## src/hdl/soc_dbus_consts.svh

```systemverilog
`ifndef SOC_DBUS_CONSTS_SVH
`define SOC_DBUS_CONSTS_SVH

// Bus widths
`define SOC_ADDR_W      32
`define SOC_DATA_W      32
`define SOC_BE_W        4

// Main RAM window is word addressed inside the RAM
`define SOC_RAM_BASE    32'h0000_0000
`define SOC_RAM_WORDS   1024
`define SOC_RAM_ADDR_W  10
`define SOC_RAM_BYTES   (`SOC_RAM_WORDS * 4)

// GPIO register window
`define SOC_GPIO_BASE   32'h1000_0000
`define SOC_GPIO_BYTES  32'h0000_0100

`endif

```

## src/hdl/soc_dbus_pkg.sv

```systemverilog
`include "soc_dbus_consts.svh"

package soc_dbus_pkg;

    // One data word taken either whole or lane by lane
    typedef union packed {
        logic [`SOC_DATA_W-1:0]    word;
        logic [`SOC_BE_W-1:0][7:0] bytes;
    } bus_word_u;

    // Which slave an address falls into
    typedef enum logic [1:0] {
        RAM,
        GPIO,
        NONE
    } dbus_region_e;

endpackage

```

## src/hdl/slave_bus_if.sv

```systemverilog
`include "soc_dbus_consts.svh"

interface slave_bus_if;

    logic [`SOC_ADDR_W-1:0] address;  // Offset inside the slave window
    logic [`SOC_DATA_W-1:0] wrdata;
    logic [`SOC_BE_W-1:0]   byteenable;
    logic                   read;
    logic                   write;
    logic [`SOC_DATA_W-1:0] rddata;
    logic                   stall;    // Master holds its request while high

    modport master (
        output address, wrdata, byteenable, read, write,
        input  rddata, stall
    );

    modport slave (
        input  address, wrdata, byteenable, read, write,
        output rddata, stall
    );

endinterface

```

## src/hdl/gpio_regs.sv

```systemverilog
`include "soc_dbus_consts.svh"

module gpio_regs (
    input  logic                   clk,
    input  logic                   arst_n_i,
    slave_bus_if.slave             bus,
    output logic [`SOC_DATA_W-1:0] gpio_o
);
    import soc_dbus_pkg::*;

    bus_word_u gpio_q;
    bus_word_u wr_word;
    logic      sel;

    assign sel     = (bus.address[`SOC_ADDR_W-1:2] == '0);  // Only word offset zero exists
    assign wr_word = bus.wrdata;

    always_ff @(posedge clk or negedge arst_n_i) begin
        if (!arst_n_i) begin
            gpio_q <= '0;
        end else if (bus.write && sel) begin
            for (int i = 0; i < `SOC_BE_W; i++) begin
                if (bus.byteenable[i]) begin
                    gpio_q.bytes[i] <= wr_word.bytes[i];
                end
            end
        end
    end

    assign bus.rddata = (bus.read && sel) ? gpio_q.word : '0;
    assign bus.stall  = 1'b0;  // Register access never waits
    assign gpio_o     = gpio_q.word;

endmodule

```

## src/flat_wrapper.sv

```systemverilog
// flat-port wrapper written by rule: the top's interface ports become plain ports
module gpio_regs_flat import soc_dbus_pkg::*;
  (clk, arst_n_i, gpio_o, bus_address, bus_wrdata, bus_byteenable, bus_read, bus_write, bus_rddata, bus_stall);
  slave_bus_if bus_i ();
  input  logic clk;
  input  logic arst_n_i;
  output logic [`SOC_DATA_W-1:0] gpio_o;
  input wire logic [$bits(bus_i.address)-1:0] bus_address;
  input wire logic [$bits(bus_i.wrdata)-1:0] bus_wrdata;
  input wire logic [$bits(bus_i.byteenable)-1:0] bus_byteenable;
  input wire logic [$bits(bus_i.read)-1:0] bus_read;
  input wire logic [$bits(bus_i.write)-1:0] bus_write;
  output wire logic [$bits(bus_i.rddata)-1:0] bus_rddata;
  output wire logic [$bits(bus_i.stall)-1:0] bus_stall;
  assign bus_i.address = bus_address;
  assign bus_i.wrdata = bus_wrdata;
  assign bus_i.byteenable = bus_byteenable;
  assign bus_i.read = bus_read;
  assign bus_i.write = bus_write;
  assign bus_rddata = bus_i.rddata;
  assign bus_stall = bus_i.stall;
  gpio_regs u_core (.clk(clk), .arst_n_i(arst_n_i), .bus(bus_i), .gpio_o(gpio_o));
endmodule
```

## config.mk

```make
export PLATFORM = sky130hd
export DESIGN_NAME = gpio_regs_flat
export DESIGN_NICKNAME = d
export VERILOG_FILES = /design/src/hdl/soc_dbus_pkg.sv /design/src/hdl/slave_bus_if.sv /design/src/hdl/gpio_regs.sv /design/src/flat_wrapper.sv
export VERILOG_INCLUDE_DIRS = /design/src /design/src/hdl
export SDC_FILE = /design/constraint.sdc
export NUM_CORES = 1
export LEC_CHECK = 0
export ABC_AREA = 0
export BUFFER_PORTS_ARGS = -buffer_cell sky130_fd_sc_hd__buf_4
export CAP_MARGIN = 10
export CORE_ASPECT_RATIO = 2
export CORE_MARGIN = 5
export CORE_UTILIZATION = 34
export CTS_CLUSTER_DIAMETER = 60
export DETAILED_ROUTE_END_ITERATION = 8
export PLACE_DENSITY = 0.76
export SLEW_MARGIN = 20
export SYNTH_ARGS = -nofsm -noshare
export SYNTH_HDL_FRONTEND = slang
export SYNTH_SLANG_ARGS = --single-unit
export TNS_END_PERCENT = 100
```

## constraint.sdc

```tcl
create_clock -name clk -period 1.5 [get_ports clk]
set_input_delay 0.225 -clock clk [delete_from_list [all_inputs] [get_ports clk]]
set_output_delay 0.225 -clock clk [all_outputs]
set_load 0.02 [all_outputs]
```

-- After elaboration in Yosys (flattened, before gate mapping)
Cells that the tools add are included.
- output and inout port bits: 65
- register bits after elaboration: 32
- bits of input ports: 72
- muxes and demuxes: 1
- reduce and logical (&&, ||, !) cells: 7
- operator list (kind ; count):
    $mux W32 ; 1
    $logic_not A30 Y1 ; 1
    $reduce_and A2 Y1 ; 4
    $logic_and A1 B1 Y1 ; 2

-- Depth between registers and ports, before layout
- depth in word-level cells: 3
- depth in mapped cells: 6
- mapped depth without buffers: 4

-- Worst setup path after synthesis
Ideal clock, no wire load.
- kind: input port to flip-flop
- start: in bus_address[17]
- end: reg u_core.gpio_q (netlist bit u_core.gpio_o[20])
- path slack: -0.300 ns
- stages: 5
- data required time: 1.375 ns
- data arrival time: 1.675 ns
- path buffers: 1
- cells stage by stage: or4_1 -> and4bb_1 -> buf_6 -> nand4_4 -> mux2_4
- cells in the longest elaborated chain, start to end: 3
- RTL lines (item ; line ; RTL):
    start, declared ; flat_wrapper.sv:8 ; input wire logic [$bits(bus_i.address)-1:0] bus_address;
    $logic_not A30 Y1 ; gpio_regs.sv:15 ; assign sel = (bus.address[`SOC_ADDR_W-1:2] == '0);
    $logic_and A1 B1 Y1 ; gpio_regs.sv:21 ; end else if (bus.write && sel) begin
    $reduce_and A2 Y1 (no source line) ; -- ;
    end, declared ; gpio_regs.sv:11 ; bus_word_u gpio_q;
Every way passes these cells.
A chain may end at the register's enable or synchronous reset.

-- Final worst setup path
- start: in bus_address[16]
- end: out bus_rddata[18]
- cells in the longest elaborated chain, start to end: 3
- RTL lines (item ; line ; RTL):
    $logic_not A30 Y1 ; gpio_regs.sv:15 ;
    $logic_and A1 B1 Y1 ; gpio_regs.sv:30 ; assign bus.rddata = (bus.read && sel) ? gpio_q.word : '0;
    $mux W32 ; gpio_regs.sv:30 ;
    end, declared ; flat_wrapper.sv:13 ; output wire logic [$bits(bus_i.rddata)-1:0] bus_rddata;
Every way passes these cells.

==> summary.md <==
| Metric | Value |
|---|---|
| Antenna violations before repair | `0` |
| CTS Buf Count | `5` |
| Count of flip-flops with a built-in enable after synthesis | `0` |
| ANT cells | `0` |
| Syn_area_per_cell | `13.3 um2` |
| Die footprint | `6230 um2` |
| Iteration-0 DRC Markers | `22` |
| Drt drc | `0` |
| Ports | `137` |
| Yosys reg bits | `32` |
| CP endpoint kind | `primary output` |
| Worst min path class | `input pin to flip-flop` |
| IO Port Bufs | `133` |
| Overflow after GRT | `0` |
| Routed wire per std cell | `16.0 um` |
| Final std cells w/o fill | `314` |
| Sequential area share after synthesis | `0.504` |
| Clock Skew | `0 ns` |
| Area grow syn2layout | `88.7%` |
| Number of flip-flops in the largest register | `32` |
| DP HPWL | `3.96 mm` |
| Post-Route WL | `5.03 mm` |
| Dpl cell area | `2720 um2` |
| Tcrit/Tclk final | `1.23` |
| Crit-path max FO | `16` |
| Slew Limit Fails | `0` |
| Clk_lat worst skew | `0.28 ns` |
| Post-synth top area share | `0.504` |
| Status | `finished, violations left` |
| Pin count of the biggest net entering global routing | `33` |
| Post-synth top cells | `32 x and2_1, 32 x dfrtp_1, 29 x mux2_2` |
| Synth warn | `0` |
| Root buf cell | `clkbuf_8` |
| Unrepaired setup endpoints after global routing | `true` |
| Placed instance count | `305` |
| Top cell type by total area after synthesis | `dfrtp_1` |
| Clk sink count | `32` |
| Vias in the first global route | `1,685` |
| Cell count after synthesis | `120` |
| Final WS setup | `-0.338 ns` |
| Hold WS | `0.173 ns` |
| Worst path cell trace | `buf_4 -> or4_4 -> nor2_2 -> and3_4 -> buf_12 -> and2_2 -> buf_6` |
| Predominant post-synthesis flop cell | `dfrtp_1` |
| CP Class | `input pin to primary output` |
| GRT Resource Usage Total | `0.167` |
| Vias | `1,470` |
| Maximum clock rate | `0.544 GHz` |
| Post-route cell area | `3000 um2` |
| CTS Buffer Depth | `2` |
| Power Dens Cells | `578 nW/um2` |
| Ys async rst share | `1.00` |
| Synth Cell Area | `1590 um2` |
| Starting density of the core | `0.346` |
| Setup crit start kind | `input pin` |
| DR vias/cell | `4.68` |
| Crit path DAT | `1.61 ns` |
| # setup viols final | `64` |
| VDD IR-drop max | `0.585 mV` |
| Core Area | `4600 um2` |
| Row count | `35` |
| Distinct cells, synth | `15` |
| Top post-synthesis cells by area | `dfrtp_1 50%, mux2_2 21%, and2_1 13%` |
| Final Wtd Congestion | `0.794` |
| Worst-path clk slew | `0.06 ns` |
| Die Y | `107 um` |
| Failing checks | `negative setup slack` |
| Layout cells sized above 1 | `0.834` |
| Max-Cap Viols | `0` |
| Worst path max stage delay | `0.51 ns` |
| Static Leak | `1.64 nW` |
| CTS tree | `yes` |
| Critical Path RT | `1.27 ns` |
| H-tree depth | `2` |
| TritonRoute pass-1 iters | `4` |
| First-pass GRT wire length | `7.93 mm` |
| Die W | `58.4 um` |
| NumNets Final | `331` |
| Post-Syn Nets | `192` |
| Slowest-stage cell, CP | `or4_4` |
| Post-route ant nets | `0` |
| Tmin final | `1.84 ns` |
| Hold Fails Final Rpt | `0` |
## power breakdown
group / internal (mW) / leakage (nW) / switching [mW]
sequential: 0.863 / 0.447 / 0.0000000125
clock: 0.408 / 0.0503 / 0.291
combinational: 0.121 / 1.14 / 0.0516
total: 1.39 / 1.64 / 0.343
## final cells by class
type,instances,area [um2]
sequential,32,801
multi-input combinational,82,820
tap,55,68.8
fill,375,1600
clock buffer,7,96.3
timing repair buffer,138,1210
## metal layers
| metal | share of wire | track usage | up-vias |
|---|---|---|---|
| li1 | - | - | 693 |
| met1 | 0.30 | 0.163 | 687 |
| met2 | 0.58 | 0.307 | 84 |
| met3 | 0.11 | 0.0614 | 6 |
| met4 | 0.015 | 0.0580 | 0 |
| met5 | 0 | 0 | - |
## worst paths after layout
check / start / end / slack [ns] / depth (start not counted)
max: bus_address[16] / bus_rddata[18] / -0.34 / 7
min: bus_wrdata[22] / u_core.gpio_o[22]$_DFFE_PN0P_ / 0.17 / 2
max reg2reg: u_core.gpio_o[18]$_DFFE_PN0P_ / u_core.gpio_o[18]$_DFFE_PN0P_ / 0.71 / 1
min reg2reg: u_core.gpio_o[27]$_DFFE_PN0P_ / u_core.gpio_o[27]$_DFFE_PN0P_ / 0.52 / 1
max in group asynchronous: arst_n_i / u_core.gpio_o[24]$_DFFE_PN0P_ / 0.79 / 2
min in group asynchronous: arst_n_i / u_core.gpio_o[15]$_DFFE_PN0P_ / 0.42 / 2
## repair_timing
| action | in CTS | in global routing |
|---|---|---|
| endpoints found under the hold margin | 32 | 0 |
| gates cloned | 1 | 0 |
| hold buffers | 1 | 0 |
| pin swaps | 2 | 9 |
| buffers inserted | 0 | 0 |
| endpoints found under the setup margin | 64 | 64 |
| resized for setup | 5 | 37 |
## cell families after synthesis
logic type,after synthesis,share of synthesized area
AND/OR/NAND/NOR,49,0.234
multiplexers,32,0.234
flip-flops,32,0.504
buffers and inverters,6,0.0260
other,1,0.00236
## critical path, delay by kind of cell
kind	cells	cell delay, ns
simple gates	4	1.01
buf+inv	3	0.37
## metrics by stage
| stage | util | total power, mW | worst slack, ns | TNS, ns |
|---|---|---|---|---|
| finish | 0.653 | 1.74 | -0.338 | -15.03 |
| detailed placement | 0.592 | 1.05 | -0.491 | -27.05 |
| floorplan | - | 0.891 | -0.252 | -11.73 |
| CTS | 0.624 | 1.76 | -0.369 | -15.97 |
| global placement | 0.592 | 1.05 | -0.487 | -25.99 |
| global route | 0.653 | 1.81 | -0.391 | -17.95 |
## cells in the final DEF, fill, tap and decap left out, drive strengths merged
cell / instances
nor2: 2
and3: 2
nor4: 5
mux2: 32
and2: 32
nand4: 4
dfrtp: 32
conb: 1
clkbuf: 7
or4: 2
and4bb: 1
and4: 1
buf: 137
dlygate4sd3: 1
No activity file was read; power rests on OpenSTA's default activity.
