### config.mk
export PLATFORM = sky130hd
export DESIGN_NAME = bytes_conv_flat
export DESIGN_NICKNAME = d
export VERILOG_FILES = /design/src/hdl/soc_dbus_pkg.sv /design/src/hdl/slave_bus_if.sv /design/src/hdl/mem_if.sv /design/src/hdl/bytes_conv.sv /design/src/flat_wrapper.sv
export VERILOG_INCLUDE_DIRS = /design/src /design/src/hdl
export SDC_FILE = /design/constraint.sdc
export NUM_CORES = 1
export LEC_CHECK = 0
export ABC_AREA = 0
export BUFFER_PORTS_ARGS = -buffer_cell sky130_fd_sc_hd__buf_4
export CAP_MARGIN = 20
export CORE_MARGIN = 5
export CORE_UTILIZATION = 26
export CTS_CLUSTER_DIAMETER = 150
export DETAILED_ROUTE_END_ITERATION = 8
export PLACE_DENSITY_LB_ADDON = 0.3
export SYNTH_ARGS = -nofsm -noshare
export SYNTH_HDL_FRONTEND = slang
export SYNTH_SLANG_ARGS = --single-unit
### constraint.sdc
create_clock -name clk -period 1.6 [get_ports clk]
set_input_delay 0.4 -clock clk [delete_from_list [all_inputs] [get_ports clk]]
set_output_delay 0.4 -clock clk [all_outputs]
set_load 0.005 [all_outputs]
### src/hdl/soc_dbus_consts.svh
`ifndef SOC_DBUS_CONSTS_SVH
`define SOC_DBUS_CONSTS_SVH

// Bus widths
`define SOC_ADDR_W      32
`define SOC_DATA_W      32
`define SOC_BE_W        4

// Main RAM window is word addressed inside the RAM
`define SOC_RAM_BASE    32'h0000_0000
`define SOC_RAM_WORDS   1024
`define SOC_RAM_ADDR_W  10
`define SOC_RAM_BYTES   (`SOC_RAM_WORDS * 4)

// GPIO register window
`define SOC_GPIO_BASE   32'h1000_0000
`define SOC_GPIO_BYTES  32'h0000_0100

`endif

### src/hdl/soc_dbus_pkg.sv
`include "soc_dbus_consts.svh"

package soc_dbus_pkg;

    // One data word taken either whole or lane by lane
    typedef union packed {
        logic [`SOC_DATA_W-1:0]    word;
        logic [`SOC_BE_W-1:0][7:0] bytes;
    } bus_word_u;

    // Which slave an address falls into
    typedef enum logic [1:0] {
        RAM,
        GPIO,
        NONE
    } dbus_region_e;

endpackage

### src/hdl/slave_bus_if.sv
`include "soc_dbus_consts.svh"

interface slave_bus_if;

    logic [`SOC_ADDR_W-1:0] address;  // Offset inside the slave window
    logic [`SOC_DATA_W-1:0] wrdata;
    logic [`SOC_BE_W-1:0]   byteenable;
    logic                   read;
    logic                   write;
    logic [`SOC_DATA_W-1:0] rddata;
    logic                   stall;    // Master holds its request while high

    modport master (
        output address, wrdata, byteenable, read, write,
        input  rddata, stall
    );

    modport slave (
        input  address, wrdata, byteenable, read, write,
        output rddata, stall
    );

endinterface

### src/hdl/mem_if.sv
`include "soc_dbus_consts.svh"

interface mem_if;

    logic [`SOC_RAM_ADDR_W-1:0] addr;   // Word address
    logic [`SOC_DATA_W-1:0]     wrdata;
    logic                       read;
    logic                       write;
    logic [`SOC_DATA_W-1:0]     rddata; // Valid one cycle after read

    modport ctrl (
        output addr, wrdata, read, write,
        input  rddata
    );

    modport mem (
        input  addr, wrdata, read, write,
        output rddata
    );

endinterface

### src/hdl/bytes_conv.sv
`include "soc_dbus_consts.svh"

module bytes_conv (
    input  logic       clk,
    input  logic       arst_n_i,
    slave_bus_if.slave bus,
    mem_if.ctrl        mem
);
    import soc_dbus_pkg::*;

    typedef enum logic [1:0] {
        ST_IDLE,
        ST_READ,
        ST_MERGE
    } state_e;

    state_e    state_q;
    state_e    state_d;
    bus_word_u fetched;
    bus_word_u wr_word;
    bus_word_u merged;
    logic      full_word;

    assign full_word = (bus.byteenable == {`SOC_BE_W{1'b1}});
    assign fetched   = mem.rddata;  // Held in the RAM output register
    assign wr_word   = bus.wrdata;

    always_comb begin
        merged = fetched;
        for (int i = 0; i < `SOC_BE_W; i++) begin
            if (bus.byteenable[i]) begin
                merged.bytes[i] = wr_word.bytes[i];
            end
        end
    end

    assign mem.addr    = bus.address[`SOC_RAM_ADDR_W+1:2];
    assign bus.rddata  = fetched.word;

    always_comb begin
        state_d    = state_q;
        mem.read   = 1'b0;
        mem.write  = 1'b0;
        mem.wrdata = wr_word.word;
        bus.stall  = 1'b0;
        case (state_q)
            ST_IDLE: begin
                if (bus.read) begin
                    mem.read  = 1'b1;
                    bus.stall = 1'b1;
                    state_d   = ST_READ;
                end else if (bus.write) begin
                    if (full_word) begin
                        mem.write = 1'b1;  // Whole word goes straight through
                    end else begin
                        mem.read  = 1'b1;
                        bus.stall = 1'b1;
                        state_d   = ST_READ;
                    end
                end
            end
            ST_READ: begin
                // Old word is on mem.rddata now
                if (bus.write) begin
                    mem.write  = 1'b1;
                    mem.wrdata = merged.word;
                    bus.stall  = 1'b1;
                    state_d    = ST_MERGE;
                end else begin
                    state_d = ST_IDLE;
                end
            end
            ST_MERGE: begin
                state_d = ST_IDLE;
            end
            default: begin
                state_d = ST_IDLE;
            end
        endcase
    end

    always_ff @(posedge clk or negedge arst_n_i) begin
        if (!arst_n_i) begin
            state_q <= ST_IDLE;
        end else begin
            state_q <= state_d;
        end
    end

    a_req_stable: assert property (@(posedge clk) disable iff (!arst_n_i)
        bus.stall |=> $stable(bus.address) && $stable(bus.wrdata)
                      && $stable(bus.byteenable) && $stable({bus.read, bus.write}));

endmodule

### src/flat_wrapper.sv
// flat-port wrapper written by rule: the top's interface ports become plain ports
module bytes_conv_flat import soc_dbus_pkg::*;
  (clk, arst_n_i, bus_address, bus_wrdata, bus_byteenable, bus_read, bus_write, bus_rddata, bus_stall, mem_addr, mem_wrdata, mem_read, mem_write, mem_rddata);
  slave_bus_if bus_i ();
  mem_if mem_i ();
  input  logic clk;
  input  logic arst_n_i;
  input wire logic [$bits(bus_i.address)-1:0] bus_address;
  input wire logic [$bits(bus_i.wrdata)-1:0] bus_wrdata;
  input wire logic [$bits(bus_i.byteenable)-1:0] bus_byteenable;
  input wire logic [$bits(bus_i.read)-1:0] bus_read;
  input wire logic [$bits(bus_i.write)-1:0] bus_write;
  output wire logic [$bits(bus_i.rddata)-1:0] bus_rddata;
  output wire logic [$bits(bus_i.stall)-1:0] bus_stall;
  output wire logic [$bits(mem_i.addr)-1:0] mem_addr;
  output wire logic [$bits(mem_i.wrdata)-1:0] mem_wrdata;
  output wire logic [$bits(mem_i.read)-1:0] mem_read;
  output wire logic [$bits(mem_i.write)-1:0] mem_write;
  input wire logic [$bits(mem_i.rddata)-1:0] mem_rddata;
  assign bus_i.address = bus_address;
  assign bus_i.wrdata = bus_wrdata;
  assign bus_i.byteenable = bus_byteenable;
  assign bus_i.read = bus_read;
  assign bus_i.write = bus_write;
  assign bus_rddata = bus_i.rddata;
  assign bus_stall = bus_i.stall;
  assign mem_addr = mem_i.addr;
  assign mem_wrdata = mem_i.wrdata;
  assign mem_read = mem_i.read;
  assign mem_write = mem_i.write;
  assign mem_i.rddata = mem_rddata;
  bytes_conv u_core (.clk(clk), .arst_n_i(arst_n_i), .bus(bus_i), .mem(mem_i));
endmodule
[Word-level counts from Yosys, hierarchy flattened]
Index checks and enable logic that the tools add are counted.
Storage, ports and cells
  logic and storage cells: 28
  bits in registers: 2
  input bits: 104
  output and inout port bits: 77
Cells by class
  reductions and logical operators: 2
  equal/unequal tests: 4
  mux-type cells: 21
Operator list (count)
  two-way mux 32 bit: 2
  two-way mux 8 bit: 4
  two-way mux 1 bit: 8
  two-way mux 2 bit: 4
  inequality test 3 bit, second input constant: 2
  equality test 4 bit, second input constant: 1
  one-hot mux 1 bit (2 select lines): 2
  one-hot mux 2 bit (2 select lines): 1
  equality test 2 x 1 -> 1 bit, second input constant: 1
  zero test 2 bit: 1
  AND reduction 2 bit: 1

[Depth between registers and ports, before layout]
Gate-level depths: netlist of run 1.
  depth in word-level cells: 5
  mapped depth: 4
  gate-level depth less buffers: 2

[Least setup slack after synthesis of run 1]
Ideal clock, no wire load.
  path type: flip-flop to output port
  start point: register u_core.state_q[1]
  end point: output port mem_wrdata[0]
  arrival: 1.240 ns
  required time: 1.200 ns
  cell stages (with the launch flop): 5
  setup slack: -0.040 ns
  path buffers: 2
  path through: dfrtp_1 > buf_6 > nor4bb_4 > buf_6 > mux2_4
On the way
  cells in the longest elaborated chain, start to end: 2
Ends and longest elaborated chain
  from (decl): line bytes_conv.sv:17  | state_e state_q;
  from (signal assigned): line bytes_conv.sv:86  | state_q <= state_d;
  equality test 2 x 1 -> 1 bit: line bytes_conv.sv:46  | case (state_q)
  two-way mux 32 bit: line bytes_conv.sv:46
  to (decl): line flat_wrapper.sv:16  | output wire logic [$bits(mem_i.wrdata)-1:0] mem_wrdata;
No other way between the ends.

[Worst setup path in the final report of run 1]
  start point: register u_core.state_q[1]
  end point: output port mem_wrdata[3]
The elaborated chain is that of the path after synthesis.

==> reports/results.ini, run 1 <==
[clocking]
cts-htree-levels = 1
cts_tree = built
cts_sinks = 2
cts_max_path_buffers = 2
numCtsBuffers = 3
cts-root-buf = clkbuf_8
path_clk_slew_ns = 0.03
clkLatencyLatePin_ns = 0.21

[timing]
maxSlewViolCount = 0
finClkSkew_ns = 0.00325
maxSlewHeadroom = 0.808
tightest_slew_ns = 0.284
min_period_ns = 2.03
hold_viol_final = 0
worst_slack_ns = -0.431
timing.final.crit_share = 1.27
setup_viol = 35
fin_tns_setup_ns = -13.86
hold_ws_ns = 0.507
max_freq_ghz = 0.492
rsz0062_at_grt = yes

[routing]
ant_nets = 0
dr.pass1.iters = 2
via_per_inst = 4.19
drt_iter0_markers = 9
drc = 0
wl_mm = 3.76
vias = 1047
wl_per_cell_um = 15.0

[placed_design]
dpl.hpwl_mm = 3.24
port_buffers = 138
place_congestion = 0.705
postPlaceCellArea_um2 = 1920

[finish]
top_register = u_core.state_q
top_regs = u_core.state_q: 2 flops
drive_gt1_frac = 0.965
syn2layout_area_growth_pct = 94.5
nFillCells = 372
antenna_cells = 0
largest_reg_flops = 2
stdcell_area_um2 = 2130
nNetsFinal = 306

[yosys]
ys_types = 15
netlist_instances = 97
ys_seq_area_frac = 0.0457
netlist_area_um2 = 1100
yosysWarnings = 0
synth-seq-cells = 2
syn_area_per_cell_um2 = 11.3
syn-num-nets = 201

[critical_path]
start_kind = flip-flop
path_max_fanout = 8
critical_path.cell_chain = nor4bb_4 > buf_12 > mux2_4 > buf_6
crit_required_ns = 1.20
worst_setup_path_end_kind = primary output
slowest_delay_ns = 0.47
path_class = reg2out
slowest_stage = dfrtp_2
worstPathArrival_ns = 1.63

[power_and_ir_drop]
p_total_mw = 1.12
power.density_nw_per_um2 = 525
ir_worst_vdd_v = 0.000525
p_leak_nw = 1.12

[status]
status = finished, violations left
violations = negative setup slack

[global_routing]
antenna_found_initial = 0
grt_max_degree = 9
grt-ovfl-total = 0
grt_usage = 0.117
grt_first_pass_wirelength_mm = 5.17
grt_pass1_vias = 1102

[floorplanning]
initial_core_util = 0.270
row_count = 23
boundaryPins = 181
die_w_um = 74.9
dieArea_um2 = 5610
core-area_um2 = 4060
die_h_um = 74.9

[run]
cap_violations = 0

[hold_path]
min_path_type = in2async

-- final cells by class --
class / instances / area (µm²) / area share
clock buffer: 3 / 41.3 / 0.0194
inverter: 1 / 3.75 / 0.00176
multi-input combinational: 46 / 681 / 0.319
sequential: 2 / 52.6 / 0.0246
tap: 50 / 62.6 / 0.0293
timing repair buffer: 148 / 1290 / 0.606
-- per-layer routing --
layer  vias to the layer above  share of wire  global-route usage
met3                         2           0.13              0.0334
met2                        62           0.60               0.255
met5                         -              0                   0
li1                        506              -                   -
met1                       477           0.27               0.100
met4                         0         0.0021              0.0257
-- path summary, 6_finish.rpt --
check,cells after the start,slack [ns],to,start
hold / removal,2,0.51,u_core.state_q[1],arst_n_i
setup reg to reg,4,0.28,u_core.state_q[0],u_core.state_q[1]
setup / recovery,4,-0.43,mem_wrdata[3],u_core.state_q[1]
hold reg to reg,2,0.64,u_core.state_q[0],u_core.state_q[0]
min in group clk,2,0.54,u_core.state_q[1],bus_write
max in group asynchronous,2,0.99,u_core.state_q[0],arst_n_i
-- cell usage in the layout (no fill, tap or decap) --
master,n
buf_12,4
nor4bb_4,4
nand2b_4,1
nor2_1,1
a21o_1,1
buf_4,109
dlygate4sd3_1,1
clkbuf_8,3
or3b_4,1
nor3b_2,1
and3b_2,1
dfrtp_2,2
o41ai_1,2
inv_1,1
buf_6,34
and4_1,1
a221oi_2,1
mux2_4,32
-- worst max-delay path, delay by kind of cell (launching register included) --
family | cells | cell delay (ns)
buffers and inverters | 2 | 0.30
AND/OR/NAND/NOR | 1 | 0.34
flip-flops | 1 | 0.47
multiplexers | 1 | 0.31
-- cell usage after synthesis (all sizes together) --
library cell | number | area share
o41ai | 2 | 0.016
and3b | 1 | 0.0091
and4 | 1 | 0.0080
nand2b | 1 | 0.0057
dfrtp | 2 | 0.046
nor3b | 1 | 0.0069
a221oi | 1 | 0.0080
inv | 1 | 0.0034
buf | 48 | 0.35
a21o | 1 | 0.0069
nor2 | 1 | 0.0034
mux2 | 32 | 0.44
nor4bb | 4 | 0.091
or3b | 1 | 0.0080
-- cell families after synthesis --
| family | after synthesis | share of synthesized area |
|---|---|---|
| buf+inv | 49 | 0.353 |
| mux | 32 | 0.438 |
| simple gates | 10 | 0.132 |
| compound gates | 4 | 0.0308 |
| flops | 2 | 0.0457 |
-- per-stage QoR --
step           instances  utilization  worst slack (ns)
2_1_floorplan         97            -           -0.0398
3_3_place_gp         245        0.474            -0.285
3_5_place_dp         245        0.474            -0.285
4_1_cts              250        0.523            -0.442
5_1_grt              250        0.525            -0.494
6_report             250        0.525            -0.431
-- power by group --
group / switching, mW / leakage, nW / internal [mW]
Combinational: 0.242 / 1.07 / 0.591
Clock: 0.0351 / 0.0216 / 0.159
Sequential: 0.0271 / 0.0228 / 0.0655
Total: 0.304 / 1.12 / 0.816
-- repair_timing --
| item | CTS | global route |
|---|---|---|
| buffers inserted | 1 | 0 |
| hold buffers | 1 | 0 |
| pin swaps | 1 | 5 |
| endpoints found under the setup margin | 35 | 35 |
| hold endpoints to repair | 2 | 0 |
| resized for setup | 37 | 3 |
Note: power is estimated with default switching activity, not from simulation.
==> inputs of run 2 (changes only) <==
PLACE_DENSITY = 0.79   (was default)
PLACE_DENSITY_LB_ADDON = default   (was 0.3)
==> reports/results.ini, run 2 (synthesized netlist as in run 1, its figures left out) <==
[status]
status = finished, violations left
violations = negative setup slack

[finish]
final_cell_mix = buf_4, buf_6, mux2_4
final_common_cell = buf_4
drive_gt1_frac = 0.965  ; unchanged
top_regs = u_core.state_q: 2 flops
top_register = u_core.state_q
fin_util = 0.529  ; +0.00339
finalNonFillerCells = 250  ; unchanged
multiInputGateArea_um2 = 694  ; +2.0%
nFillCells = 362  ; -2.7%
largest_reg_flops = 2  ; unchanged
syn2layout_area_growth_pct = 95.8
antenna_cells = 0  ; unchanged
regArea_um2 = 52.6  ; unchanged
stdcell_area_um2 = 2150  ; +0.65%
nNetsFinal = 306  ; unchanged

[timing]
finClkSkew_ns = 0.00289  ; -0.000360 ns
max_freq_ghz = 0.495  ; +0.53%
timing.final.crit_share = 1.26  ; -0.00667
setup_viol = 35  ; unchanged
worst_slack_ns = -0.420  ; +0.0107 ns
maxSlewHeadroom = 0.821  ; +0.0130
fin_tns_setup_ns = -13.89  ; -0.0246 ns
maxSlewViolCount = 0  ; unchanged
tightest_slew_ns = 0.265  ; -0.0192 ns
min_period_ns = 2.02  ; -0.0107 ns
rsz0062_at_grt = yes
hold_ws_ns = 0.523  ; +0.0155 ns
hold_viol_final = 0  ; unchanged

[global_routing]
grt_max_degree = 9  ; unchanged
grt_usage = 0.112  ; -0.00493
grt-ovfl-total = 0  ; unchanged
grt_first_pass_wirelength_mm = 4.93  ; -4.7%
grt_pass1_vias = 1012  ; -8.2%
antenna_found_initial = 0  ; unchanged

[power_and_ir_drop]
power.density_nw_per_um2 = 532  ; +1.3%
p_leak_nw = 1.12  ; +0.37%
p_total_mw = 1.14  ; +2.0%
ir_worst_vdd_v = 0.000782  ; +49%

[critical_path]
worst_setup_path_end_kind = primary output
r2r_start = u_core.state_q[1]
worstPathArrival_ns = 1.62  ; about the same
r2r_end = u_core.state_q[0]
slowest_delay_ns = 0.47  ; about the same
crit_required_ns = 1.20  ; about the same
r2r_slack_ns = 0.26  ; -0.02 ns
start_kind = flip-flop
path_max_fanout = 8  ; unchanged
critical_path.cell_chain = nor4bb_4 > buf_12 > mux2_4 > buf_6
path_class = reg2out
slowest_stage = dfrtp_2
r2r_cells = 4  ; unchanged

[routing]
wl_per_cell_um = 15.5  ; +3.1%
drt_iter0_markers = 8  ; -1
via_per_inst = 4.30  ; +2.8%
ant_nets = 0  ; unchanged
wl_mm = 3.87  ; +3.1%
dr.pass1.iters = 2  ; unchanged
vias = 1076  ; +2.8%
drc = 0  ; unchanged

[clocking]
cts-htree-levels = 1  ; unchanged
cts_sinks = 2  ; unchanged
cts_max_path_buffers = 2  ; unchanged
cts-root-buf = clkbuf_8
path_clk_slew_ns = 0.03  ; about the same
cts_tree = built
numCtsBuffers = 3  ; unchanged
clkLatencyLatePin_ns = 0.20  ; about the same

[placed_design]
postPlaceCellArea_um2 = 1920  ; unchanged
port_buffers = 138  ; unchanged
pre_cts_ws_ns = -0.286  ; -0.00104 ns
place_inst = 245  ; unchanged
dpl.hpwl_mm = 3.38  ; +4.4%
place_congestion = 0.649  ; -8.0%

[floorplanning]
die_w_um = 74.9  ; unchanged
core-area_um2 = 4060  ; unchanged
row_count = 23  ; unchanged
die_h_um = 74.9  ; unchanged
dieArea_um2 = 5610  ; unchanged
boundaryPins = 181  ; unchanged
initial_core_util = 0.270  ; unchanged

[run]
cap_violations = 0  ; unchanged

[hold_path]
min_path_type = in2async

[run 2: cell count changes in the layout (fill, tap and decap cells not counted)]
cell,change
o41ai_4,+1
nor3b_2,-1
nor3b_1,+1
o41ai_1,-1
[run 2: per-layer routing]
layer  wire length, µm  global-route usage  vias up
met5                 0                   0        -
met4                 0             0.00791        0
met1              1030               0.106      491
li1                  -                   -      510
met3               597              0.0374        0
met2              2250               0.237       75
[run 2: worst max path at each step]
stage                                  from             end
after global routing      u_core.state_q[1]  mem_wrdata[25]
after floorplan           u_core.state_q[1]   mem_wrdata[0]
final                     u_core.state_q[1]  mem_wrdata[24]
after CTS                 u_core.state_q[1]  mem_wrdata[22]
after global placement    bus_byteenable[1]  mem_wrdata[11]
after detailed placement  bus_byteenable[3]  mem_wrdata[29]
[run 2: critical path: cells and delay by family (launching register included)]
kind	cells	cell delay, ns
flip-flops	1	0.47
multiplexers	1	0.31
AND/OR/NAND/NOR	1	0.34
buffers and inverters	2	0.30
[run 2: power by group]
group	total, mW	switching [mW]	leakage, nW	internal [mW]
clock	0.190	0.0318	0.0216	0.158
sequential	0.0921	0.0266	0.0228	0.0655
combinational	0.859	0.255	1.08	0.604
total	1.14	0.313	1.12	0.828
[run 2: repair_timing]
action | in CTS | in global routing
hold buffers | 1 | 0
pin swaps | 1 | 2
setup buffers | 1 | 1
endpoints found under the hold margin | 2 | 0
gates resized for setup | 37 | 5
setup endpoints to repair | 35 | 35
[run 2: layout make-up]
| class | count | share of cell area |
|---|---|---|
| clock buffer | 3 | 0.0192 |
| inverter | 1 | 0.00175 |
| multi-input combinational | 46 | 0.324 |
| sequential | 2 | 0.0245 |
| tap | 50 | 0.0292 |
| timing repair buffer | 148 | 0.602 |
