$ cat config.mk
export PLATFORM = sky130hd
export DESIGN_NAME = dbus_flat
export DESIGN_NICKNAME = d
export VERILOG_FILES = /design/src/hdl/soc_dbus_pkg.sv /design/src/hdl/slave_bus_if.sv /design/src/hdl/dbus.sv /design/src/flat_wrapper.sv
export VERILOG_INCLUDE_DIRS = /design/src /design/src/hdl
export SDC_FILE = /design/constraint.sdc
export NUM_CORES = 1
export LEC_CHECK = 0
export ABC_AREA = 1
export BUFFER_PORTS_ARGS = -buffer_cell sky130_fd_sc_hd__buf_2
export CELL_PAD_IN_SITES_DETAIL_PLACEMENT = 1
export CELL_PAD_IN_SITES_GLOBAL_PLACEMENT = 1
export CORE_AREA = 3 3 119 121
export DETAILED_ROUTE_END_ITERATION = 12
export DIE_AREA = 0 0 122 124
export GPL_ROUTABILITY_DRIVEN = 0
export PLACE_DENSITY = 0.71
export SYNTH_ARGS = -nofsm -noshare
export SYNTH_HDL_FRONTEND = slang
export SYNTH_SLANG_ARGS = --single-unit
export TNS_END_PERCENT = 30
$ cat constraint.sdc
create_clock -name vclk -period 2.9
set_input_delay 0.58 -clock vclk [all_inputs]
set_output_delay 0.58 -clock vclk [all_outputs]
set_load 0.005 [all_outputs]
$ cat src/hdl/soc_dbus_consts.svh
`ifndef SOC_DBUS_CONSTS_SVH
`define SOC_DBUS_CONSTS_SVH

// Bus widths
`define SOC_ADDR_W      32
`define SOC_DATA_W      32
`define SOC_BE_W        4

// Main RAM window is word addressed inside the RAM
`define SOC_RAM_BASE    32'h0000_0000
`define SOC_RAM_WORDS   1024
`define SOC_RAM_ADDR_W  10
`define SOC_RAM_BYTES   (`SOC_RAM_WORDS * 4)

// GPIO register window
`define SOC_GPIO_BASE   32'h1000_0000
`define SOC_GPIO_BYTES  32'h0000_0100

`endif

$ cat src/hdl/soc_dbus_pkg.sv
`include "soc_dbus_consts.svh"

package soc_dbus_pkg;

    // One data word taken either whole or lane by lane
    typedef union packed {
        logic [`SOC_DATA_W-1:0]    word;
        logic [`SOC_BE_W-1:0][7:0] bytes;
    } bus_word_u;

    // Which slave an address falls into
    typedef enum logic [1:0] {
        RAM,
        GPIO,
        NONE
    } dbus_region_e;

endpackage

$ cat src/hdl/slave_bus_if.sv
`include "soc_dbus_consts.svh"

interface slave_bus_if;

    logic [`SOC_ADDR_W-1:0] address;  // Offset inside the slave window
    logic [`SOC_DATA_W-1:0] wrdata;
    logic [`SOC_BE_W-1:0]   byteenable;
    logic                   read;
    logic                   write;
    logic [`SOC_DATA_W-1:0] rddata;
    logic                   stall;    // Master holds its request while high

    modport master (
        output address, wrdata, byteenable, read, write,
        input  rddata, stall
    );

    modport slave (
        input  address, wrdata, byteenable, read, write,
        output rddata, stall
    );

endinterface

$ cat src/hdl/dbus.sv
`include "soc_dbus_consts.svh"

module dbus (
    input  logic                   clk,
    input  logic                   arst_n_i,
    input  logic [`SOC_ADDR_W-1:0] master_address_i,
    input  logic [`SOC_BE_W-1:0]   master_byteenable_i,
    input  logic                   master_read_i,
    input  logic                   master_write_i,
    input  logic [`SOC_DATA_W-1:0] master_wrdata_i,
    output logic [`SOC_DATA_W-1:0] master_rddata_o,
    output logic                   master_stall_o,
    slave_bus_if.master            ram_bus,
    slave_bus_if.master            gpio_bus
);
    import soc_dbus_pkg::*;

    dbus_region_e           region;
    logic [`SOC_ADDR_W-1:0] ram_off;
    logic [`SOC_ADDR_W-1:0] gpio_off;

    // Unsigned distance from each base, so one compare checks both bounds
    assign ram_off  = master_address_i - `SOC_RAM_BASE;
    assign gpio_off = master_address_i - `SOC_GPIO_BASE;

    always_comb begin
        if (ram_off < `SOC_RAM_BYTES) begin
            region = RAM;
        end else if (gpio_off < `SOC_GPIO_BYTES) begin
            region = GPIO;
        end else begin
            region = NONE;
        end
    end

    assign ram_bus.address    = ram_off;
    assign ram_bus.wrdata     = master_wrdata_i;
    assign ram_bus.byteenable = master_byteenable_i;
    assign ram_bus.read       = master_read_i && (region == RAM);
    assign ram_bus.write      = master_write_i && (region == RAM);

    assign gpio_bus.address    = gpio_off;
    assign gpio_bus.wrdata     = master_wrdata_i;
    assign gpio_bus.byteenable = master_byteenable_i;
    assign gpio_bus.read       = master_read_i && (region == GPIO);
    assign gpio_bus.write      = master_write_i && (region == GPIO);

    always_comb begin
        case (region)
            RAM: begin
                master_rddata_o = ram_bus.rddata;
                master_stall_o  = ram_bus.stall;
            end
            GPIO: begin
                master_rddata_o = gpio_bus.rddata;
                master_stall_o  = gpio_bus.stall;
            end
            default: begin
                master_rddata_o = '0;  // Unmapped reads return zero
                master_stall_o  = 1'b0;
            end
        endcase
    end

    a_rw_exclusive: assert property (@(posedge clk) disable iff (!arst_n_i)
        !(master_read_i && master_write_i));

    // A stalled access must not wander to another slave
    a_region_held: assert property (@(posedge clk) disable iff (!arst_n_i)
        master_stall_o |=> region == $past(region));

endmodule

$ cat src/flat_wrapper.sv
// flat-port wrapper written by rule: the top's interface ports become plain ports
module dbus_flat import soc_dbus_pkg::*;
  (clk, arst_n_i, master_address_i, master_byteenable_i, master_read_i, master_write_i, master_wrdata_i, master_rddata_o, master_stall_o, ram_bus_address, ram_bus_wrdata, ram_bus_byteenable, ram_bus_read, ram_bus_write, ram_bus_rddata, ram_bus_stall, gpio_bus_address, gpio_bus_wrdata, gpio_bus_byteenable, gpio_bus_read, gpio_bus_write, gpio_bus_rddata, gpio_bus_stall);
  slave_bus_if ram_bus_i ();
  slave_bus_if gpio_bus_i ();
  input  logic clk;
  input  logic arst_n_i;
  input  logic [`SOC_ADDR_W-1:0] master_address_i;
  input  logic [`SOC_BE_W-1:0] master_byteenable_i;
  input  logic master_read_i;
  input  logic master_write_i;
  input  logic [`SOC_DATA_W-1:0] master_wrdata_i;
  output logic [`SOC_DATA_W-1:0] master_rddata_o;
  output logic master_stall_o;
  output wire logic [$bits(ram_bus_i.address)-1:0] ram_bus_address;
  output wire logic [$bits(ram_bus_i.wrdata)-1:0] ram_bus_wrdata;
  output wire logic [$bits(ram_bus_i.byteenable)-1:0] ram_bus_byteenable;
  output wire logic [$bits(ram_bus_i.read)-1:0] ram_bus_read;
  output wire logic [$bits(ram_bus_i.write)-1:0] ram_bus_write;
  input wire logic [$bits(ram_bus_i.rddata)-1:0] ram_bus_rddata;
  input wire logic [$bits(ram_bus_i.stall)-1:0] ram_bus_stall;
  output wire logic [$bits(gpio_bus_i.address)-1:0] gpio_bus_address;
  output wire logic [$bits(gpio_bus_i.wrdata)-1:0] gpio_bus_wrdata;
  output wire logic [$bits(gpio_bus_i.byteenable)-1:0] gpio_bus_byteenable;
  output wire logic [$bits(gpio_bus_i.read)-1:0] gpio_bus_read;
  output wire logic [$bits(gpio_bus_i.write)-1:0] gpio_bus_write;
  input wire logic [$bits(gpio_bus_i.rddata)-1:0] gpio_bus_rddata;
  input wire logic [$bits(gpio_bus_i.stall)-1:0] gpio_bus_stall;
  assign ram_bus_address = ram_bus_i.address;
  assign ram_bus_wrdata = ram_bus_i.wrdata;
  assign ram_bus_byteenable = ram_bus_i.byteenable;
  assign ram_bus_read = ram_bus_i.read;
  assign ram_bus_write = ram_bus_i.write;
  assign ram_bus_i.rddata = ram_bus_rddata;
  assign ram_bus_i.stall = ram_bus_stall;
  assign gpio_bus_address = gpio_bus_i.address;
  assign gpio_bus_wrdata = gpio_bus_i.wrdata;
  assign gpio_bus_byteenable = gpio_bus_i.byteenable;
  assign gpio_bus_read = gpio_bus_i.read;
  assign gpio_bus_write = gpio_bus_i.write;
  assign gpio_bus_i.rddata = gpio_bus_rddata;
  assign gpio_bus_i.stall = gpio_bus_stall;
  dbus u_core (.clk(clk), .arst_n_i(arst_n_i), .master_address_i(master_address_i), .master_byteenable_i(master_byteenable_i), .master_read_i(master_read_i), .master_write_i(master_write_i), .master_wrdata_i(master_wrdata_i), .master_rddata_o(master_rddata_o), .master_stall_o(master_stall_o), .ram_bus(ram_bus_i), .gpio_bus(gpio_bus_i));
endmodule
### Yosys cells after proc, flatten, opt, wreduce, memory -nomap -nowiden

Cells that the tools add are included.

* mux-type cells: 4
* add/subtract/negate cells: 1
* equality and inequality tests: 1
* $lt $le $gt $ge: 2
* reduce and logical (&&, ||, !) cells: 5

Operator list (count)
* $pmux 32 s2: 1
* $lt 32x13->1 const B: 1
* $lt 32x9->1 const B: 1
* $sub 32x29->32 const B: 1
* $logic_and 1x1->1: 4
* $mux 2: 2
* $eq 2x1->1 const B: 1
* $logic_not 2->1: 1
* $pmux 1 s2: 1

* word-level logic and storage cells: 13
* bits of input ports: 138
* flip-flop bits (word level): 0
* output and inout port bits: 173

### Longest topological paths before layout

Gate-level depths: netlist (run 1).

* depth in word-level cells: 6
* depth in mapped cells: 9
* gate-level depth less buffers: 8

### Worst setup path after synthesis (run 1)

No wires, ideal clock.

* kind: input -> output
* from: input master_address_i[28]
* to: output master_rddata_o[0]
* required time: 2.320 ns
* stages: 8
* path buffers: 1
* data arrival time: 1.512 ns
* slack: 0.808 ns
* cells stage by stage: inv_2 ha_1 nand2_1 nand3_4 nor2_8 buf_8 nand3_2 nand2_1

* longest elaborated chain between the ends: 6
* elaborated cells on any way between the ends: 8
* classes of those cells: add/sub (1); order compare (2); eq/ne (1); mux (3); reduce/logical (1)

Ends and longest elaborated chain
* start: declaration: RTL line flat_wrapper.sv:8 `` input logic [`SOC_ADDR_W-1:0] master_address_i; ``
* $sub 32x29->32 (no source line)
* $lt 32x9->1 (no source line)
* $mux 2: RTL line dbus.sv:29 `` end else if (gpio_off < `SOC_GPIO_BYTES) begin ``
* $mux 2 *: RTL line dbus.sv:27 `` if (ram_off < `SOC_RAM_BYTES) begin ``
* $eq 2x1->1 or $logic_not 2->1 (tied branches): RTL line dbus.sv:49 `case (region)`
* $pmux 32 s2 *: RTL line dbus.sv:49
* end: declaration: RTL line flat_wrapper.sv:13 `` output logic [`SOC_DATA_W-1:0] master_rddata_o; ``

Every way passes the cells marked *; elsewhere a longest branch is shown, timed or not.

### Worst setup path in the final report (run 1)

* from: input master_address_i[28]
* to: output master_rddata_o[5]

The elaborated chain is that of the path after synthesis.

==> results of run 1 <==
per-layer routing:
layer | vias to the layer above | GRT usage
li1 | 865 | -
met1 | 777 | 0.07915
met2 | 115 | 0.1105
met3 | 9 | 0.02816
met4 | 0 | 0.009804
met5 | - | 0
cells in the mapped netlist:
library cell	number	area [µm²]
buf_12	3	60.06
buf_4	134	1006
buf_8	3	45.04
clkbuf_4	1	7.510
ha_1	3	37.54
inv_1	9	33.78
inv_2	4	15.01
nand2_1	76	285.3
nand2_2	1	6.260
nand2_4	1	11.26
nand3_1	7	35.03
nand3_2	31	310.3
nand3_4	1	17.52
nand4_1	1	6.260
nor2_1	16	60.06
nor2_2	1	6.260
nor2_8	1	20.02
nor3_1	1	5.000
or2_4	1	8.760
path summary, 6_finish.rpt:
path,end,cells after the start,start,slack (ns)
worst max-delay path,master_rddata_o[5],11,master_address_i[28],0.34
worst min-delay path,gpio_bus_byteenable[2],0,master_byteenable_i[2],1.16
cells by family (layout without fill, tap and decap cells):
kind of cell / Yosys count / in the layout / share of synthesized area
buffers and inverters: 154 / 197 / 0.5905
adders and majority gates: 3 / 3 / 0.01899
and+or+nand+nor: 138 / 138 / 0.3905
final cells by class:
cell class | instances | area [µm²] | area share
multi-input combinational | 141 | 809.5 | 0.3940
tap | 176 | 220.2 | 0.1072
inverter | 13 | 48.80 | 0.02375
timing repair buffer | 184 | 975.9 | 0.4750
metrics by stage:
stage	hold WS, ns	power [W]	instance area [µm²]
after global placement	1.160	0.0001928	2054
after floorplan	1.188	0.0002124	1977
after detailed placement	1.160	0.0001957	2054
after CTS	1.160	0.0001964	2054
after global routing	1.160	0.0002134	2054
final	1.160	0.0001909	2054
report_power, final:
group | switching, W | internal (W) | total (W) | leakage (nW)
logic | 0.0000931 | 0.0000978 | 0.000191 | 1.25
registers | 0 | 0 | 0 | 0
clock network | 0 | 0 | 0 | 0
total | 0.0000931 | 0.0000978 | 0.000191 | 1.25
==> flow_metrics.env, run 1 <==
export IMPL_status="completed"
export IMPL_p_per_area_nw_per_um2=92.90
export IMPL_synth_cell_type_count=19
export IMPL_fin_setup_tns_ns=0
export IMPL_top_layer="met4"
export IMPL_holdCritPathClass="in -> out"
export IMPL_fp_dieH_um=124
export IMPL_critPathBufInv=5
export IMPL_yosys_warnings=0
export IMPL_layout_commonest_cell="buf_2"
export IMPL_syn_cell_area_um2=1977
export IMPL_numSequentialCells=0
export IMPL_antenna_found_initial=0
export IMPL_postCtsSetupBuffers=0
export IMPL_critPathMaxStageDelay_ns=0.23
export IMPL_fin_ws_ns=0.3386
export IMPL_wl_met1_mm=2.239
export IMPL_grt_pass1_vias=1574
export IMPL_rows=42
export IMPL_diodes=0
export IMPL_slew_headroom=0.8117
export IMPL_critPathTopFamily="buffers and inverters"
export IMPL_p_leak_nw=1.255
export IMPL_final_nets=481
export IMPL_crit_fanout=18
export IMPL_period_needed_ns=2.561
export IMPL_fin_util=0.1558
export IMPL_dr_first_iter_drc_count=32
export IMPL_ir_worst_vdd_mv=0.03551
export IMPL_die_x_um=122
export IMPL_area_growth_synth_to_final_pct=3.924
export IMPL_dr_wl_met3_um=770
export IMPL_die_area_um2=15130
export IMPL_max_freq_mhz=390.4
export IMPL_setup_worst_path_start_class="input port"
export IMPL_drc=0
export IMPL_synth_nets=436
export IMPL_met2_length_mm=2.919
export IMPL_firstDrtPassIters=4
export IMPL_post_cts_resized=0
export IMPL_hpwlAfterDp_mm=5.265
export IMPL_crit_arrival_ns=1.98
export IMPL_initial_core_util=0.1499
export IMPL_maxCapViolCount=0
export IMPL_dp_cells=514
export IMPL_rsz0062_at_grt="false"
export IMPL_synth_cells=295
export IMPL_crit_type="in -> out"
export IMPL_grt_pass1_wl_mm=8.169
export IMPL_overflow=0
export IMPL_finalCritPeriodShare=0.8833
export IMPL_worst_slew_pin_slew_ns=0.2822
export IMPL_nClkBuffers=0
export IMPL_final_hold_violation_count=0
export IMPL_via_count=1766
export IMPL_syn_avg_cell_area_um2=6.701
export IMPL_grt_max_degree=20
export IMPL_layout_common_cells="buf_2, nand2_1, nand3_2"
export IMPL_endpoint_kind="output pin"
export IMPL_ys_seq_area_frac=0
export IMPL_io_buffers=177
export IMPL_crit_path_cell_trace="buf_2 > inv_2 > ha_1 > nand3_1 > nor2_1 > nand3_1 > inv_2 > buf_4 > nand2_1 > nand2_1 > buf_2"
export IMPL_pin_count=311
export IMPL_core_area_um2=13190
export IMPL_ant_nets=0
export IMPL_regArea_um2=0
export IMPL_maxSlewViolCount=0
export IMPL_dpl_worst_slack_ns=0.2766
export IMPL_grt_util_all_layers=0.06547
export IMPL_routed_via_density=3.436
export IMPL_cp_required_ns=2.32
export IMPL_routedWlPerCell_um=11.65
export IMPL_hold_buffers=0
export IMPL_nFillCells=1704
export IMPL_cp_slowest_cell="buf_4"
export IMPL_layout_cells_non_filler=514
export IMPL_setup_violations=0
export IMPL_drive_gt1_frac=0.6657
export IMPL_wirelength_mm=5.988
Power figures use the tool's default switching activity.
==> run 2, diff against run 1 <==
--- a/config.mk
+++ b/config.mk
@@ -6,15 +6,14 @@
 export SDC_FILE = /design/constraint.sdc
 export NUM_CORES = 1
 export LEC_CHECK = 0
-export ABC_AREA = 1
 export BUFFER_PORTS_ARGS = -buffer_cell sky130_fd_sc_hd__buf_2
 export CELL_PAD_IN_SITES_DETAIL_PLACEMENT = 1
 export CELL_PAD_IN_SITES_GLOBAL_PLACEMENT = 1
-export CORE_AREA = 3 3 119 121
+export CORE_AREA = 3 3 121 123
 export DETAILED_ROUTE_END_ITERATION = 12
-export DIE_AREA = 0 0 122 124
+export DIE_AREA = 0 0 124 126
 export GPL_ROUTABILITY_DRIVEN = 0
-export PLACE_DENSITY = 0.71
+export PLACE_DENSITY = 0.68
 export SYNTH_ARGS = -nofsm -noshare
 export SYNTH_HDL_FRONTEND = slang
 export SYNTH_SLANG_ARGS = --single-unit
==> run 2 against run 1 <==
Combinational power grew 16%. Worst setup slack got worse by 0.16 ns. Utilization rose by 0.31 points. Final cell count fell by 3.5%. Synthesized area increased by 2.2%. Routed wire length rose by 11%. Maximum frequency shrank 5.9%. Power is 16% higher. Design area rose by 6.5%. Non-clock buffer count up 3. Critical endpoint is now master_rddata_o[13]. Highest routed layer unchanged.
==> flow_metrics.env, run 2 <==
export IMPL_final_nets=459
export IMPL_final_hold_violation_count=0
export IMPL_worst_slew_pin_slew_ns=0.3263
export IMPL_fin_setup_tns_ns=0
export IMPL_holdCritPathClass="in -> out"
export IMPL_grt_util_all_layers=0.07446
export IMPL_layout_common_cells="buf_2, inv_1, o32ai_2"
export IMPL_ys_seq_area_frac=0
export IMPL_syn_cell_area_um2=2019
export IMPL_synth_top_area_cell="buf_4"
export IMPL_ant_nets=0
export IMPL_diodes=0
export IMPL_synth_common_cells="buf_4, inv_1, o32ai_2"
export IMPL_p_leak_nw=1.363
export IMPL_setup_violations=0
export IMPL_routed_via_density=3.472
export IMPL_ir_worst_vdd_mv=0.04126
export IMPL_synth_cell_type_count=19
export IMPL_wirelength_mm=6.643
export IMPL_hold_buffers=0
export IMPL_overflow=0
export IMPL_numSequentialCells=0
export IMPL_worstHoldEndpoint="gpio_bus_wrdata[30]"
export IMPL_layout_commonest_cell="buf_2"
export IMPL_status="completed"
export IMPL_die_x_um=124
export IMPL_fin_hold_ws_ns=1.160
export IMPL_routedWlPerCell_um=13.39
export IMPL_grt_pass1_wl_mm=9.439
export IMPL_crit_arrival_ns=2.14
export IMPL_core_area_um2=13770
export IMPL_p_per_area_nw_per_um2=101.3
export IMPL_slew_headroom=0.7804
export IMPL_maxCapViolCount=0
export IMPL_initial_core_util=0.1466
export IMPL_cp_required_ns=2.32
export IMPL_maxSlewViolCount=0
export IMPL_holdPathStages=0
export IMPL_crit_type="in -> out"
export IMPL_regArea_um2=0
export IMPL_yosys_top_cells_area="buf_4, o32ai_2, inv_1, o32ai_1, ha_1"
export IMPL_rsz0062_at_grt="false"
export IMPL_syn_avg_cell_area_um2=7.479
export IMPL_dr_first_iter_drc_count=24
export IMPL_total_power_w=0.0002217
export IMPL_hpwlAfterDp_mm=5.918
export IMPL_post_cts_resized=0
export IMPL_yosys_warnings=0
export IMPL_synth_cells=270
export IMPL_synth_nets=411
export IMPL_crit_fanout=13
export IMPL_postCtsSetupBuffers=0
export IMPL_yosysTopAreaCellShare=0.4907
export IMPL_via_count=1722
export IMPL_drive_gt1_frac=0.6930
export IMPL_grt_max_degree=23
export IMPL_nClkBuffers=0
export IMPL_io_buffers=177
export IMPL_rows=43
export IMPL_yosysMostFrequentCell="buf_4"
export IMPL_hp_start="master_wrdata_i[30]"
export IMPL_grt_pass1_vias=1719
export IMPL_finalCritPeriodShare=0.9391
export IMPL_firstDrtPassIters=3
export IMPL_area_growth_synth_to_final_pct=8.364
export IMPL_die_area_um2=15620
export IMPL_period_needed_ns=2.723
export IMPL_drc=0
export IMPL_pin_count=311
export IMPL_worstSetupStartpoint="master_address_i[29]"
export IMPL_endpoint_kind="output pin"
export IMPL_setup_worst_path_start_class="input port"
export IMPL_fp_dieH_um=126
export IMPL_antenna_found_initial=0
export IMPL_max_freq_mhz=367.2
run 2: changes by cell type in the layout (fill, tap and decap cells not counted), sizes merged, moves of 2 or more:
cell,delta
nand2,-77
xor2,+2
nor3,+2
nand3,-38
o32ai,+33
buf,+3
inv,+58
nor2,-14
nor4,+5
run 2: worst max path at each step:
| stage | to | cells after the start | slack [ns] |
|---|---|---|---|
| finish | master_rddata_o[13] | 9 | 0.18 |
| CTS | master_rddata_o[13] | 9 | 0.13 |
| floorplan | master_rddata_o[10] | 7 | 0.45 |
| detailed placement | master_rddata_o[13] | 9 | 0.13 |
| global route | master_rddata_o[13] | 9 | 0.03 |
| global placement | master_rddata_o[13] | 7 | 0.16 |
run 2: power breakdown:
part | switching [W] | internal (W)
registers | 0 | 0
logic | 0.000111 | 0.000111
clock network | 0 | 0
run 2: routing by layer:
metal | up-vias | part of all wire | GRT usage
met2 | 114 | 0.49 | 0.1298
met4 | 0 | 0.011 | 0.01095
li1 | 819 | - | -
met1 | 774 | 0.38 | 0.08861
met3 | 15 | 0.12 | 0.02739
met5 | - | 0 | 0
run 2: cells by family after synthesis:
kind of cell / synth area share
buf+inv: 0.6543
compound gates: 0.2763
simple gates: 0.04213
fa+ha+maj: 0.01859
xor+xnor: 0.008676
run 2: metrics by stage:
| step | cell area [µm²] | utilization | cells | setup slack [ns] |
|---|---|---|---|---|
| 2_1_floorplan | 2019 | - | 270 | 0.4524 |
| 3_3_place_gp | 2188 | 0.1589 | 496 | 0.1639 |
| 5_1_grt | 2188 | 0.1589 | 496 | 0.02943 |
| 6_report | 2188 | 0.1589 | 496 | 0.1765 |
| 3_5_place_dp | 2188 | 0.1589 | 496 | 0.1344 |
| 4_1_cts | 2188 | 0.1589 | 496 | 0.1344 |
run 2: worst max-delay path, cell delays in order:
cell      delay [ns]
buf_2           0.09
inv_1           0.06
ha_1            0.19
or2_1           0.27
o31ai_4         0.22
o211ai_4        0.12
buf_4           0.22
o32ai_2         0.22
buf_2           0.15
run 2: area by class of cell:
| type | instances | area, µm² |
|---|---|---|
| repair buffers | 187 | 985.9 |
| well taps | 180 | 225.2 |
| inverters | 71 | 266.5 |
| multi-input cells | 58 | 710.7 |
| fillers | 1761 | 11580 |
==> run 3, diff against run 2 <==
--- a/config.mk
+++ b/config.mk
@@ -7,13 +7,11 @@
 export NUM_CORES = 1
 export LEC_CHECK = 0
 export BUFFER_PORTS_ARGS = -buffer_cell sky130_fd_sc_hd__buf_2
-export CELL_PAD_IN_SITES_DETAIL_PLACEMENT = 1
-export CELL_PAD_IN_SITES_GLOBAL_PLACEMENT = 1
-export CORE_AREA = 3 3 121 123
+export CORE_AREA = 3 3 119 121
 export DETAILED_ROUTE_END_ITERATION = 12
-export DIE_AREA = 0 0 124 126
+export DIE_AREA = 0 0 122 124
 export GPL_ROUTABILITY_DRIVEN = 0
-export PLACE_DENSITY = 0.68
+export PLACE_DENSITY = 0.47
 export SYNTH_ARGS = -nofsm -noshare
 export SYNTH_HDL_FRONTEND = slang
 export SYNTH_SLANG_ARGS = --single-unit
==> run 3 against run 2 <==
Flip-flop and latch count is the same. First-iteration DRC count shrank 8.3%. Final cell count shrank 1.2%. Design area shrank 0.34%. Via count shrank 3.5%. Power shrank 3.1%. Combinational power shrank 3%. Die area shrank 3.2%. Critical path type unchanged. Largest cell class unchanged. Highest routed layer unchanged.
==> flow_metrics.env, run 3 (synthesis results as in run 2) <==
export IMPL_crit_path_frequent_cell="buf_2"
export IMPL_drive_gt1_frac=0.6911
export IMPL_power_frac_seq=0
export IMPL_dr_first_iter_drc_count=22
export IMPL_crit_type="in -> out"
export IMPL_hold_buffers=0
export IMPL_finalCritPeriodShare=0.9362
export IMPL_grt_util_all_layers=0.05793
export IMPL_grt_max_degree=36
export IMPL_ant_nets=0
export IMPL_die_x_um=122
export IMPL_p_int_w=0.0001102
export IMPL_firstDrtPassIters=4
export IMPL_holdCritPathClass="in -> out"
export IMPL_slew_headroom=0.7575
export IMPL_final_nets=457
export IMPL_rsz0062_at_grt="false"
export IMPL_core_area_um2=13190
export IMPL_ir_worst_vdd_mv=0.05872
export IMPL_io_buffers=177
export IMPL_fin_ws_ns=0.1850
export IMPL_setup_violations=0
export IMPL_crit_path_cell_trace="buf_2 > nor4_1 > and4_1 > a21boi_4 > buf_4 > o32ai_2 > buf_2"
export IMPL_critPathBufInv=3
export IMPL_swShare=0.4873
export IMPL_p_per_area_nw_per_um2=98.51
export IMPL_antenna_found_initial=0
export IMPL_drc=0
export IMPL_fin_util=0.1653
export IMPL_regArea_um2=0
export IMPL_area_growth_synth_to_final_pct=7.992
export IMPL_pin_count=311
export IMPL_layout_commonest_cell="buf_2"
export IMPL_wirelength_mm=5.422
export IMPL_nClkBuffers=0
export IMPL_diodes=0
export IMPL_maxSlewViolCount=0
export IMPL_multi_input_area_um2=710.7
export IMPL_p_comb_frac=1.000
export IMPL_holdPathStages=0
export IMPL_initial_core_util=0.1531
export IMPL_routed_via_density=3.390
export IMPL_setup_worst_path_start_class="input port"
export IMPL_via_count=1661
export IMPL_power_share_clock=0
export IMPL_fin_setup_tns_ns=0
export IMPL_hpwlAfterDp_mm=4.628
export IMPL_final_hold_violation_count=0
export IMPL_dpl_worst_slack_ns=0.1300
export IMPL_grt_pass1_vias=1407
export IMPL_nFillCells=1533
export IMPL_die_area_um2=15130
export IMPL_crit_fanout=13
export IMPL_critPathMaxStageDelay_ns=0.37
export IMPL_layout_common_cells="buf_2, inv_1, o32ai_2"
export IMPL_crit_arrival_ns=2.14
export IMPL_maxCapViolCount=0
export IMPL_p_sw_w=0.0001047
export IMPL_rows=42
export IMPL_period_needed_ns=2.715
export IMPL_cp_slowest_cell="nor4_1"
export IMPL_postCtsSetupBuffers=0
export IMPL_status="completed"
export IMPL_critPathTopFamily="simple AND/OR/NAND/NOR gates"
export IMPL_grt_pass1_wl_mm=7.258
export IMPL_routedWlPerCell_um=11.07
export IMPL_endpoint_kind="output pin"
export IMPL_worst_slew_pin_slew_ns=0.3605
export IMPL_overflow=0
export IMPL_fp_dieH_um=124
export IMPL_worstSetupStartpoint="master_address_i[16]"
export IMPL_p_leak_nw=1.361
export IMPL_cp_num_cells=7
export IMPL_hp_start="master_wrdata_i[17]"
export IMPL_numSequentialCells=0
export IMPL_cp_required_ns=2.32
export IMPL_max_freq_mhz=368.3
export IMPL_post_cts_resized=0
[run 3: per-stage QoR]
step	total power [W]	hold slack (ns)	instance area (µm²)	instances
3_5_place_dp	0.0002189	1.160	2181	490
3_3_place_gp	0.0002187	1.160	2181	490
4_1_cts	0.0002198	1.160	2181	490
5_1_grt	0.0002395	1.160	2181	490
6_report	0.0002148	1.160	2181	490
2_1_floorplan	0.0002244	1.197	2019	270
[run 3: final cells by class]
type,count,area share
well taps,176,0.1010
inverters,71,0.1222
repair buffers,185,0.4509
multi-input cells,58,0.3259
[run 3: power groups by stage]
stage          registers (W)  logic, W  clock network [W]
6_report                   0  0.000215                  0
5_1_grt                    0  0.000240                  0
4_1_cts                    0  0.000220                  0
3_5_place_dp               0  0.000219                  0
3_3_place_gp               0  0.000219                  0
2_1_floorplan              0  0.000224                  0
[run 3: path summary, 6_finish.rpt]
kind                   to  slack, ns
min   gpio_bus_wrdata[17]       1.16
max    master_rddata_o[3]       0.18
[run 3: layer usage]
layer | GRT usage | part of all wire | vias to the layer above
li1 | - | - | 816
met1 | 0.08024 | 0.42 | 703
met2 | 0.08667 | 0.44 | 114
met3 | 0.01408 | 0.11 | 28
met4 | 0.02171 | 0.034 | 0
met5 | 0 | 0 | -
